`src/design/fp_pkg.sv`:
```
// shared opcodes, widths, constants and stream structs for the single-precision FPU, import with fp_pkg::*
`default_nettype none

package fp_pkg;

    // ====================
    // widths and constants
    // ====================
    localparam int FP_W   = 32;                          // operand width
    localparam int EXP_W  = 8;                           // exponent field
    localparam int MAN_W  = 23;                          // fraction field, hidden bit not stored
    localparam logic [EXP_W-1:0] EXP_MAX = 8'd255;       // inf / nan exponent
    localparam int FLAG_W = 5;                           // number of exception flags
    localparam int TAG_W  = 4;                           // request tag

    localparam logic [FP_W-1:0] QNAN_INF_ZERO = 32'h7FC0_0004;  // origin code 4 = inf * zero

    // compare mask bit positions
    localparam int CMP_EQ = 0;
    localparam int CMP_LT = 1;
    localparam int CMP_LE = 2;
    localparam int CMP_UN = 3;                           // unordered, some operand is nan

    // ====================
    // opcodes
    // ====================
    typedef enum logic [3:0] {
        FMOV,                                            // sign ops, single cycle
        FNEG,
        FABS,
        FNABS,
        FSIGN,
        FCMP,                                            // relation mask
        FMUL,                                            // three stage multiplier
        FSTAT,                                           // read status
        FTX,                                             // trigger flags from mask
        FCX,                                             // clear flags
        FEX,                                             // enable exceptions
        FDX                                              // disable exceptions
    } fp_op_e;

    // ====================
    // stream payloads
    // ====================
    typedef struct packed {
        logic nx;                                        // inexact
        logic dz;                                        // divide by zero, never raised by arithmetic here
        logic uf;                                        // underflow
        logic of;                                        // overflow
        logic nv;                                        // invalid
    } fp_flags_t;                                        // same order as a[4:0] of a control op

    typedef struct packed {
        fp_op_e            op;
        logic [FP_W-1:0]   a;
        logic [FP_W-1:0]   b;
        logic [TAG_W-1:0]  tag;
    } fp_req_t;                                          // 72 bits

    typedef struct packed {
        logic [FP_W-1:0]   result;
        fp_flags_t         flags;
        logic [TAG_W-1:0]  tag;                          // echoed from the request
    } fp_rsp_t;                                          // 41 bits

    typedef struct packed {
        fp_flags_t enables;                              // upper five bits
        fp_flags_t flags;                                // sticky, lower five bits
    } fp_status_t;

endpackage

`default_nettype wire

```
`src/design/fp_dispatch.sv`:
```
// request decoder, steers each op to the misc unit or the multiplier and flags control ops
`default_nettype none
`timescale 1ns/100ps

module fp_dispatch import fp_pkg::*; (
    input  wire logic    req_valid_i,
    input  fp_req_t      req_i,
    output logic         req_ready_o,
    output logic         misc_valid_o,
    output fp_req_t      misc_req_o,
    input  wire logic    misc_ready_i,
    output logic         mul_valid_o,
    output fp_req_t      mul_req_o,
    input  wire logic    mul_ready_i,
    output logic         ctl_valid_o,
    output fp_req_t      ctl_req_o
);

    logic is_mul;                                        // only fmul goes down the pipe
    logic is_ctl;                                        // ftx / fcx / fex / fdx

    assign is_mul = (req_i.op == FMUL);
    assign is_ctl = (req_i.op == FTX) || (req_i.op == FCX) ||
                    (req_i.op == FEX) || (req_i.op == FDX);

    // both units see the same payload, valid picks the target
    assign misc_valid_o = req_valid_i & ~is_mul;
    assign mul_valid_o  = req_valid_i &  is_mul;
    assign misc_req_o   = req_i;
    assign mul_req_o    = req_i;

    // ready comes from whichever unit is addressed, both are low in reset
    assign req_ready_o  = is_mul ? mul_ready_i : misc_ready_i;

    // status side effect fires in the same cycle misc takes the ack op
    assign ctl_valid_o  = req_valid_i & is_ctl & misc_ready_i;
    assign ctl_req_o    = req_i;

endmodule

`default_nettype wire

```
`src/design/fp_misc_unit.sv`:
```
// single-cycle unit for sign ops, compare, status read and control-op acks, result held until taken
`default_nettype none
`timescale 1ns/100ps

module fp_misc_unit import fp_pkg::*; (
    input  wire logic    clk,
    input  wire logic    rst,
    input  wire logic    in_valid_i,
    input  fp_req_t      in_req_i,
    output logic         in_ready_o,
    input  fp_status_t   status_i,
    output logic         out_valid_o,
    output fp_rsp_t      out_rsp_o,
    input  wire logic    out_ready_i
);

    logic [FP_W-1:0] opa, opb;
    logic            a_nan, b_nan, unord, a_zero, both_zero, eq, lt;
    logic [3:0]      cmp;                                // relation mask
    fp_rsp_t         rsp_d;

    assign opa       = in_req_i.a;
    assign opb       = in_req_i.b;
    assign a_nan     = (opa[FP_W-2 -: EXP_W] == EXP_MAX) && (opa[MAN_W-1:0] != '0);
    assign b_nan     = (opb[FP_W-2 -: EXP_W] == EXP_MAX) && (opb[MAN_W-1:0] != '0);
    assign unord     = a_nan | b_nan;
    assign a_zero    = (opa[FP_W-2:0] == '0);
    assign both_zero = a_zero && (opb[FP_W-2:0] == '0);  // +0 == -0
    assign eq        = (opa == opb) | both_zero;

    // ====================
    // compare
    // ====================
    always_comb begin
        if (opa[FP_W-1] != opb[FP_W-1])
            lt = opa[FP_W-1] & ~both_zero;              // negative below positive
        else if (opa[FP_W-1])
            lt = opa[FP_W-2:0] > opb[FP_W-2:0];         // both negative, larger magnitude is less
        else
            lt = opa[FP_W-2:0] < opb[FP_W-2:0];
        cmp = '0;
        if (unord) begin
            cmp[CMP_UN] = 1'b1;                          // nothing else is set
        end else begin
            cmp[CMP_EQ] = eq;
            cmp[CMP_LT] = lt;
            cmp[CMP_LE] = eq | lt;
        end
    end

    // result mux
    always_comb begin
        rsp_d        = '0;                               // control ops ack with zero
        rsp_d.tag    = in_req_i.tag;
        case (in_req_i.op)
            FMOV:  rsp_d.result = opa;
            FNEG:  rsp_d.result = {~opa[FP_W-1], opa[FP_W-2:0]};
            FABS:  rsp_d.result = {1'b0, opa[FP_W-2:0]};
            FNABS: rsp_d.result = {1'b1, opa[FP_W-2:0]};
            FSIGN: rsp_d.result = a_zero ? {opa[FP_W-1], {(FP_W-1){1'b0}}}
                                         : {opa[FP_W-1], 1'b0, {(EXP_W-1){1'b1}}, {MAN_W{1'b0}}};
            FCMP: begin
                rsp_d.result   = FP_W'(cmp);
                rsp_d.flags.nv = unord;                  // nan compare is invalid
            end
            FSTAT: rsp_d.result = FP_W'(status_i);       // zero extended
            default: ;
        endcase
    end

    // take a new op when empty or draining this cycle
    assign in_ready_o = ~rst & (~out_valid_o | out_ready_i);

    always_ff @(posedge clk) begin
        if (rst)
            out_valid_o <= 1'b0;
        else if (in_ready_o)
            out_valid_o <= in_valid_i;
        if (in_valid_i && in_ready_o)
            out_rsp_o <= rsp_d;                          // held otherwise
    end

endmodule

`default_nettype wire

```
`src/design/fp_mul_pipe.sv`:
```
// three-stage single-precision multiplier, round to nearest even, flush to zero, stalls as a whole
`default_nettype none
`timescale 1ns/100ps

module fp_mul_pipe import fp_pkg::*; (
    input  wire logic    clk,
    input  wire logic    rst,
    input  wire logic    in_valid_i,
    input  fp_req_t      in_req_i,
    output logic         in_ready_o,
    output logic         out_valid_o,
    output fp_rsp_t      out_rsp_o,
    input  wire logic    out_ready_i
);

    logic adv;                                           // whole pipe moves together
    assign adv        = ~out_valid_o | out_ready_i;
    assign in_ready_o = ~rst & adv;

    // ====================
    // stage 1, unpack and classify
    // ====================
    logic [EXP_W-1:0] ea, eb;
    logic             sgn, a_zero, b_zero, a_inf, b_inf, a_nan, b_nan;
    logic             spec_d;                            // result fully decided here
    logic [FP_W-1:0]  spec_res;
    fp_flags_t        spec_flags;

    assign ea     = in_req_i.a[MAN_W +: EXP_W];
    assign eb     = in_req_i.b[MAN_W +: EXP_W];
    assign sgn    = in_req_i.a[FP_W-1] ^ in_req_i.b[FP_W-1];
    assign a_zero = (ea == '0);                          // subnormals count as zero
    assign b_zero = (eb == '0);
    assign a_inf  = (ea == EXP_MAX) && (in_req_i.a[MAN_W-1:0] == '0);
    assign b_inf  = (eb == EXP_MAX) && (in_req_i.b[MAN_W-1:0] == '0);
    assign a_nan  = (ea == EXP_MAX) && (in_req_i.a[MAN_W-1:0] != '0);
    assign b_nan  = (eb == EXP_MAX) && (in_req_i.b[MAN_W-1:0] != '0);

    always_comb begin
        spec_d     = 1'b1;
        spec_res   = {sgn, {(FP_W-1){1'b0}}};            // signed zero by default
        spec_flags = '0;
        if (a_nan | b_nan) begin
            spec_res          = a_nan ? in_req_i.a : in_req_i.b;   // a wins
            spec_res[MAN_W-1] = 1'b1;                    // make it quiet
            spec_flags.nv     = (a_nan & ~in_req_i.a[MAN_W-1]) | (b_nan & ~in_req_i.b[MAN_W-1]);
        end else if ((a_inf & b_zero) | (a_zero & b_inf)) begin
            spec_res      = QNAN_INF_ZERO;
            spec_flags.nv = 1'b1;
        end else if (a_inf | b_inf) begin
            spec_res = {sgn, EXP_MAX, {MAN_W{1'b0}}};
        end else if (!(a_zero | b_zero)) begin
            spec_d = 1'b0;                               // ordinary finite product
        end
    end

    logic             s1_valid, s1_sign, s1_spec;
    logic [EXP_W-1:0] s1_ea, s1_eb;
    logic [MAN_W:0]   s1_ma, s1_mb;                      // with hidden one
    fp_rsp_t          s1_rsp;                            // special result, flags and tag

    // stage 2 state, product and biased exponent sum
    logic                   s2_valid, s2_sign, s2_spec;
    logic signed [EXP_W+1:0] s2_exp;
    logic [2*MAN_W+1:0]     s2_prod;                     // 48 bits
    fp_rsp_t                s2_rsp;

    // stage 3, normalize and round
    logic [MAN_W-1:0]        frac;
    logic [MAN_W:0]          frac_r;                     // carry on top
    logic                    guard, sticky, rnd_up;
    logic signed [EXP_W+1:0] exp_n, exp_r;
    fp_rsp_t                 res_d;

    always_comb begin
        if (s2_prod[2*MAN_W+1]) begin                    // product in [2,4)
            frac   = s2_prod[2*MAN_W -: MAN_W];
            guard  = s2_prod[MAN_W];
            sticky = |s2_prod[MAN_W-1:0];
            exp_n  = s2_exp + 10'sd1;
        end else begin
            frac   = s2_prod[2*MAN_W-1 -: MAN_W];
            guard  = s2_prod[MAN_W-1];
            sticky = |s2_prod[MAN_W-2:0];
            exp_n  = s2_exp;
        end
        rnd_up = guard & (sticky | frac[0]);             // ties to even
        frac_r = {1'b0, frac} + {{MAN_W{1'b0}}, rnd_up};
        exp_r  = exp_n + $signed({{(EXP_W+1){1'b0}}, frac_r[MAN_W]});
        res_d  = s2_rsp;
        if (!s2_spec) begin
            res_d.flags.nx = guard | sticky;
            if (exp_r >= $signed({2'b00, EXP_MAX})) begin
                res_d.result   = {s2_sign, EXP_MAX, {MAN_W{1'b0}}};     // overflow to inf
                res_d.flags.of = 1'b1;
                res_d.flags.nx = 1'b1;
            end else if (exp_r <= 10'sd0) begin
                res_d.result   = {s2_sign, {(FP_W-1){1'b0}}};           // flush to zero
                res_d.flags.uf = 1'b1;
                res_d.flags.nx = 1'b1;
            end else begin
                res_d.result = {s2_sign, exp_r[EXP_W-1:0], frac_r[MAN_W-1:0]};
            end
        end
    end

    always_ff @(posedge clk) begin
        if (rst) begin
            s1_valid    <= 1'b0;
            s2_valid    <= 1'b0;
            out_valid_o <= 1'b0;
        end else if (adv) begin
            s1_valid    <= in_valid_i;
            s2_valid    <= s1_valid;
            out_valid_o <= s2_valid;
        end
        if (adv) begin
            s1_sign   <= sgn;
            s1_spec   <= spec_d;
            s1_ea     <= ea;
            s1_eb     <= eb;
            s1_ma     <= {1'b1, in_req_i.a[MAN_W-1:0]};
            s1_mb     <= {1'b1, in_req_i.b[MAN_W-1:0]};
            s1_rsp    <= '{result: spec_res, flags: spec_flags, tag: in_req_i.tag};
            s2_sign   <= s1_sign;
            s2_spec   <= s1_spec;
            s2_exp    <= $signed({2'b00, s1_ea}) + $signed({2'b00, s1_eb}) - 10'sd127; // rebias
            s2_prod   <= s1_ma * s1_mb;
            s2_rsp    <= s1_rsp;
            out_rsp_o <= res_d;
        end
    end

endmodule

`default_nettype wire

```
`src/design/fp_result_arbiter.sv`:
```
// merges multiplier and misc results onto the response port, multiplier first, grant held while stalled
`default_nettype none
`timescale 1ns/100ps

module fp_result_arbiter import fp_pkg::*; (
    input  wire logic    clk,
    input  wire logic    rst,
    input  wire logic    mul_valid_i,
    input  fp_rsp_t      mul_rsp_i,
    output logic         mul_ready_o,
    input  wire logic    misc_valid_i,
    input  fp_rsp_t      misc_rsp_i,
    output logic         misc_ready_o,
    output logic         rsp_valid_o,
    output fp_rsp_t      rsp_o,
    input  wire logic    rsp_ready_i,
    output logic         rsp_fire_o
);

    logic grant_mul;
    logic lock_q;                                        // response stalled last cycle
    logic lock_mul_q;                                    // who owned the port then

    // a stalled response keeps its owner so the payload cannot switch under it
    assign grant_mul    = lock_q ? lock_mul_q : mul_valid_i;

    assign rsp_valid_o  = mul_valid_i | misc_valid_i;
    assign rsp_o        = grant_mul ? mul_rsp_i : misc_rsp_i;
    assign mul_ready_o  =  grant_mul & rsp_ready_i;      // only the owner sees ready
    assign misc_ready_o = ~grant_mul & rsp_ready_i;
    assign rsp_fire_o   = rsp_valid_o & rsp_ready_i;

    always_ff @(posedge clk) begin
        if (rst)
            lock_q <= 1'b0;
        else
            lock_q <= rsp_valid_o & ~rsp_ready_i;
        lock_mul_q <= grant_mul;
    end

endmodule

`default_nettype wire

```
`src/design/fp_status_reg.sv`:
```
// sticky exception flags and enables, updated by control ops and returned flags, drives exception_o
`default_nettype none
`timescale 1ns/100ps

module fp_status_reg import fp_pkg::*; (
    input  wire logic    clk,
    input  wire logic    rst,
    input  wire logic    ctl_valid_i,
    input  fp_req_t      ctl_req_i,
    input  wire logic    rsp_fire_i,
    input  fp_flags_t    rsp_flags_i,
    output fp_status_t   status_o,
    output logic         exception_o
);

    fp_flags_t mask;                                     // low bits of operand a
    fp_flags_t flags_d, en_d;

    assign mask = fp_flags_t'(ctl_req_i.a[FLAG_W-1:0]);

    always_comb begin
        flags_d = status_o.flags;
        en_d    = status_o.enables;
        if (rsp_fire_i)
            flags_d = flags_d | rsp_flags_i;             // accumulate
        if (ctl_valid_i) begin
            case (ctl_req_i.op)
                FTX: flags_d = flags_d | mask;
                FCX: flags_d = flags_d & ~mask;          // wins over a same-cycle response
                FEX: en_d    = en_d | mask;
                FDX: en_d    = en_d & ~mask;
                default: ;
            endcase
        end
    end

    always_ff @(posedge clk) begin
        if (rst) begin
            status_o    <= '0;
            exception_o <= 1'b0;
        end else begin
            status_o    <= '{enables: en_d, flags: flags_d};
            exception_o <= |(flags_d & en_d);            // any enabled flag raised
        end
    end

endmodule

`default_nettype wire

```
`src/design/fp_unit.sv`:
```
// FPU top level, wires dispatch, both execution units, the result arbiter and the status register
`default_nettype none
`timescale 1ns/100ps

module fp_unit import fp_pkg::*; (
    input  wire logic    clk,
    input  wire logic    rst,
    input  wire logic    req_valid_i,
    output logic         req_ready_o,
    input  fp_req_t      req_i,
    output logic         rsp_valid_o,
    input  wire logic    rsp_ready_i,
    output fp_rsp_t      rsp_o,
    output fp_status_t   status_o,
    output logic         exception_o
);

    // dispatch to units
    logic    misc_valid, misc_ready, mul_valid, mul_ready, ctl_valid;
    fp_req_t misc_req, mul_req, ctl_req;
    // units to arbiter
    logic    misc_out_valid, misc_out_ready, mul_out_valid, mul_out_ready, rsp_fire;
    fp_rsp_t misc_rsp, mul_rsp;

    fp_dispatch u_dispatch (
        .req_valid_i (req_valid_i), .req_i (req_i), .req_ready_o (req_ready_o),
        .misc_valid_o (misc_valid), .misc_req_o (misc_req), .misc_ready_i (misc_ready),
        .mul_valid_o (mul_valid), .mul_req_o (mul_req), .mul_ready_i (mul_ready),
        .ctl_valid_o (ctl_valid), .ctl_req_o (ctl_req)
    );

    fp_misc_unit u_misc (
        .clk (clk), .rst (rst),
        .in_valid_i (misc_valid), .in_req_i (misc_req), .in_ready_o (misc_ready),
        .status_i (status_o),
        .out_valid_o (misc_out_valid), .out_rsp_o (misc_rsp), .out_ready_i (misc_out_ready)
    );

    fp_mul_pipe u_mul (
        .clk (clk), .rst (rst),
        .in_valid_i (mul_valid), .in_req_i (mul_req), .in_ready_o (mul_ready),
        .out_valid_o (mul_out_valid), .out_rsp_o (mul_rsp), .out_ready_i (mul_out_ready)
    );

    fp_result_arbiter u_arb (
        .clk (clk), .rst (rst),
        .mul_valid_i (mul_out_valid), .mul_rsp_i (mul_rsp), .mul_ready_o (mul_out_ready),
        .misc_valid_i (misc_out_valid), .misc_rsp_i (misc_rsp), .misc_ready_o (misc_out_ready),
        .rsp_valid_o (rsp_valid_o), .rsp_o (rsp_o), .rsp_ready_i (rsp_ready_i),
        .rsp_fire_o (rsp_fire)
    );

    // returned flags fold into the sticky bits on the handshake
    fp_status_reg u_status (
        .clk (clk), .rst (rst),
        .ctl_valid_i (ctl_valid), .ctl_req_i (ctl_req),
        .rsp_fire_i (rsp_fire), .rsp_flags_i (rsp_o.flags),
        .status_o (status_o), .exception_o (exception_o)
    );

endmodule

`default_nettype wire

```
`config.mk`:
```
export PLATFORM = sky130hd
export DESIGN_NAME = fp_unit
export DESIGN_NICKNAME = d
export VERILOG_FILES = /design/src/design/fp_pkg.sv /design/src/design/fp_dispatch.sv /design/src/design/fp_misc_unit.sv /design/src/design/fp_mul_pipe.sv /design/src/design/fp_result_arbiter.sv /design/src/design/fp_status_reg.sv /design/src/design/fp_unit.sv
export SDC_FILE = /design/constraint.sdc
export NUM_CORES = 2
export LEC_CHECK = 0
export BUFFER_PORTS_ARGS = -buffer_cell sky130_fd_sc_hd__buf_2
export CORE_ASPECT_RATIO = 1.75
export CORE_MARGIN = 2
export CORE_UTILIZATION = 35
export CTS_BUF_LIST = sky130_fd_sc_hd__clkbuf_2 sky130_fd_sc_hd__clkbuf_4 sky130_fd_sc_hd__clkbuf_8
export CTS_CLUSTER_SIZE = 20
export DETAILED_ROUTE_END_ITERATION = 8
export HOLD_SLACK_MARGIN = 0.02
export PLACE_DENSITY = 0.59
export SLEW_MARGIN = 30
export SYNTH_ARGS = -nofsm -noshare
export SYNTH_HDL_FRONTEND = slang
export SYNTH_HIERARCHICAL = 1
export SYNTH_SLANG_ARGS = --single-unit
```
`constraint.sdc`:
```
create_clock -name clk -period 11.4 [get_ports clk]
set_input_delay 1.14 -clock clk [delete_from_list [all_inputs] [get_ports clk]]
set_output_delay 1.14 -clock clk [all_outputs]
set_load 0.02 [all_outputs]
```
# Word-level counts from Yosys, hierarchy flattened
# Index checks and enable logic that the tools add are counted.
dict set report classes {
  eq_ne 15
  muxes 31
  magnitude_cmp 4
  mul 1
  add_sub_neg 5
  n_reduce_logical 24
  bitwise_logic 46
}
# op count
set ops {}
lappend ops {{case mux 32 bit (7 select lines)} 1}
lappend ops {{2-to-1 mux 32 bit} 4}
lappend ops {{logical NOT 31 bit} 2}
lappend ops {{2-to-1 mux 31 bit} 2}
lappend ops {{multiplier 24 x 24 -> 48 bit} 1}
lappend ops {{logical NOT 23 bit} 2}
lappend ops {{nonzero test 23 bit} 2}
lappend ops {{2-to-1 mux 41 bit} 1}
lappend ops {{2-to-1 mux 33 bit} 1}
lappend ops {{equality test 32 bit} 1}
lappend ops {{> comparator 31 bit} 1}
lappend ops {{< comparator 31 bit} 1}
lappend ops {{2-to-1 mux 30 bit} 1}
lappend ops {{adder 23 x 1 -> 24 bit} 1}
lappend ops {{2-to-1 mux 23 bit} 1}
lappend ops {{OR reduction 23 bit} 1}
lappend ops {{OR reduction 22 bit} 1}
lappend ops {{case mux 5 bit (2 select lines)} 2}
lappend ops {{AND 1 bit} 16}
lappend ops {{equality test 4 x 3 -> 1 bit, second input constant} 4}
lappend ops {{equality test 4 bit, second input constant} 4}
lappend ops {{equality test 8 bit, second input constant} 2}
lappend ops {{logical NOT 8 bit} 2}
lappend ops {{AND 5 bit} 3}
lappend ops {{other kinds (24)} 69}
dict set report word_totals {
  ff_bits 292
  wordCells 169
  out_inout_bits 54
  in_bits 76
}

# Depth between registers and ports, before layout
dict set report depth {
  depth_word 10
  mapped_depth 28
  depth_no_buf 25
}

# Hierarchy
# Netlist, hierarchy kept.
# mod seq_area_each_um2 area_per_inst_um2 instances cells_per_inst
set modules_own_cells {}
lappend modules_own_cells {fp_mul_pipe 7206.9 29024.1 1 2855}
lappend modules_own_cells {fp_misc_unit 1131.1 2562.5 1 253}
lappend modules_own_cells {fp_dispatch 0.0 1679.1 1 221}
lappend modules_own_cells {fp_result_arbiter 40.0 630.6 1 54}
lappend modules_own_cells {fp_status_reg 220.2 619.3 1 74}

# Worst setup path after synthesis
# OpenSTA, ideal clock, no wires.
dict set report synth_path {
  kind {reg2reg}
  from {reg u_mul.s1_ma[13]}
  to {reg u_mul.s2_prod[44], data pin}
  stages_incl_launch_ff 28
  setup_time_ps 137
  setup_slack_ps 4320
  n_path_buf 2
  t_required_ps 11263
  arrival_time_ps 6943
  cell_sequence {edfxtp_1 -> clkbuf_1 -> nand2_1 -> fa_1 -> inv_1 -> fa_1 -> inv_1 -> fa_1 -> inv_1 -> fa_1 -> inv_1 -> fa_1 -> inv_1 -> fa_1 -> inv_1 -> fa_1 -> inv_1 -> ha_1 -> clkbuf_1 -> a21oi_1 -> a21oi_1 -> o31ai_1 -> o211ai_1 -> a31o_2 -> a211oi_1 -> o41ai_1 -> or4_1 -> nand4_1}
}
dict set report synth_between {
  elab_chain_cells 1
}
# element line_no
set synth_rtl {}
lappend synth_rtl {{start: declaration} fp_mul_pipe.sv:59} ;# logic [MAN_W:0] s1_ma, s1_mb;
lappend synth_rtl {{start signal: assignment} fp_mul_pipe.sv:122} ;# s1_ma <= {1'b1, in_req_i.a[MAN_W-1:0]};
lappend synth_rtl {{multiplier 24 x 24 -> 48 bit} fp_mul_pipe.sv:128} ;# s2_prod <= s1_ma * s1_mb;
lappend synth_rtl {{end signal: assignment} fp_mul_pipe.sv:128}
lappend synth_rtl {{end: declaration} fp_mul_pipe.sv:65} ;# logic [2*MAN_W+1:0] s2_prod;
# Every way passes these cells.
# A chain may end at the register's enable or synchronous reset.

# Final worst setup path
dict set report layout_path {
  from {reg u_mul.s1_mb[8]}
  to {reg u_mul.s2_prod[44], data pin}
}
dict set report layout_between {
  elab_chain_cells 1
}
# element line_no
set layout_rtl {}
lappend layout_rtl {{start: declaration} fp_mul_pipe.sv:59}
lappend layout_rtl {{start signal: assignment} fp_mul_pipe.sv:123} ;# s1_mb <= {1'b1, in_req_i.b[MAN_W-1:0]};
lappend layout_rtl {{multiplier 24 x 24 -> 48 bit} fp_mul_pipe.sv:128}
# Every way passes these cells.

==> impl_results.md <==
- CTS tree: built
- Critical Path RT: 11,860 ps
- DIE HEIGHT: 416 um
- Non-Filler Instances: 4,662
- Slew @ Worst Pin: 1020 ps
- Clock sink count: 292
- Die area: 99,800 sq um
- Std cell rows: 151
- Initial Util: 35.2%
- Layout cells sized above 1: 10.1%
- Setup Buffers After CTS: 0
- Commonest cells after routing, fill and taps aside: inv_1, fa_1, nand2_1, edfxtp_1, and2_1
- Post-route clock period utilization: 77.8%
- DRC Markers: 0
- Setup TNS: 0 ps
- IO buf count: 128
- Register area: 8600 sq um
- Pin count of the biggest net entering global routing: 112
- Post-Synthesis Cells: 3,390
- Worst setup path start: u_mul/s1_mb[8]
- Post-DP HPWL: 75,200 um
- Mean area per synthesized cell: 10.0 sq um
- Antenna violations before repair: 4
- RSZ-0062 raised after global routing: false
- Tot GR Track Use: 20.2%
- Avg WL per Cell: 20.9 um
- Worst rel slew slack: 32.1%
- Hold Path Class: reg2reg
- Max-slew violation count: 0
- Crit-path max FO: 16
- Worst-case clock buffer depth: 3
- Worst Skew: 45.9 ps
- Area of the multi-input gates: 21,300 sq um
- Reg2reg end: u_mul/s2_prod[44]
- FF-to-FF path depth: 25
- First-pass GRT wire length: 151,000 um
- Type of the worst setup path: reg2reg
- CTS Root Cell: clkbuf_8
- Grt total ovfl: 0
- Vias in the first global route: 26,100
- # placed instances: 4,577
- Placer Congestion: 0.924
- Max Freq: 113 MHz
- ANT nets after route: 0
- Drt total wl: 97,200 um
- Area Overhead vs Synth: 5.47%
- Core outline area: 96,500 sq um
- Num CTS Buffers: 44
- Worst Path Arrival: 9330 ps
- Final #Nets: 4,108
- Fill cell count: 9,845
- Via Count: 23,700
- Clk slew on worst S/H paths: 70 ps
- Die extent in x: 240 um
- Setup-failing EPs final: 0
- Clk_lat worst skew: 640 ps
- R2R setup slack: 2530 ps
- Post-Syn Area: 34,000 sq um
- Drt initial violations: 1,305
- Status: finished, final reports clean
- Commonest non-fill, non-tap cell in the layout: inv_1
- CTS-repair resized insts: 0
- I/O pin count: 130
- Drt first pass iters: 5
- CP endpoint: u_mul/s2_prod[44]
- Cts hold-fix bufs: 0
- Clock period minus final worst setup slack: 8870 ps
- CP endpoint kind: register
- Hold Violations, Final: 0
- YS warnings: 6
- Worst setup SP type: register
- CTS H-tree lvls: 2
- Max cap viols: 0
- Via density: 5.08
- Worst r2r src: u_mul/s1_mb[8]
## flip-flops by register name, summed over array words and instances, names as in the netlist, 8 cells and up
register	cells
u_mul/s2_exp	10
u_mul/s1_rsp	37
u_misc/out_rsp_o	37
u_mul/s2_rsp	32
u_status/status_o	10
u_mul/s1_eb	8
u_mul/s2_prod	48
u_mul/out_rsp_o	40
u_mul/s1_ea	8
u_mul/s1_mb	23
u_mul/s1_ma	23
## worst max-delay path, stage by stage, from the launching register on
cell and delay, ps:
edfxtp_1 820, clkinv_1 570, nor2_1 260, fa_1 470
fa_1 520, inv_1 50, fa_1 470, inv_1 50
fa_1 490, inv_1 60, fa_1 530, inv_1 50
fa_1 530, inv_1 70, fa_1 540, inv_1 60
ha_1 370, a21oi_1 360, a21oi_1 130, o31ai_1 250
o211ai_1 140, a31o_2 320, a211oi_1 750, o41ai_2 280
or4_1 450, nand4_1 100
## final cells by class
type | count | share of cell area, %
clock inverter | 29 | 0.593
sequential | 292 | 24.0
antenna | 2 | 0.0140
clock buffer | 52 | 1.86
inverter | 638 | 6.73
multi-input combinational | 2171 | 59.3
timing repair buffer | 178 | 2.97
tap | 1300 | 4.53
## metal layers
| layer | track usage [%] | vias up | share of wire (%) |
|---|---|---|---|
| met5 | 0 | - | 0 |
| met4 | 14.7 | 0 | 8.4 |
| met3 | 2.53 | 306 | 4.5 |
| met2 | 37.7 | 801 | 53 |
| met1 | 20.4 | 12100 | 34 |
| li1 | - | 10500 | - |
## how the worst min path moves through the flow
stage / startpoint / endpoint / cells after the start
after detailed placement: u_mul/s1_rsp[22] / u_mul/s2_rsp[22] / 0
after CTS: u_mul/s1_rsp[36] / u_mul/s2_rsp[36] / 0
after floorplan: u_mul/res_d[0] / u_mul/out_rsp_o[0] / 0
final: u_mul/s1_rsp[36] / u_mul/s2_rsp[36] / 0
after global routing: u_mul/s1_rsp[36] / u_mul/s2_rsp[36] / 0
after global placement: u_mul/s1_rsp[17] / u_mul/s2_rsp[17] / 0
## stage by stage
stage          hold slack, ps  utilization, %  setup slack [ps]  instance area, sq um
6_report                  395            37.2              2530                 35900
5_1_grt                   404            37.2              2360                 35900
4_1_cts                   380            37.1              2630                 35800
3_5_place_dp              405            36.2              2670                 34900
3_3_place_gp              401            36.1              2800                 34800
2_1_floorplan             400               -              4320                 34000
Power is not shown: default switching activity piles up to over one toggle a cycle in this logic, so the estimate is an artifact.
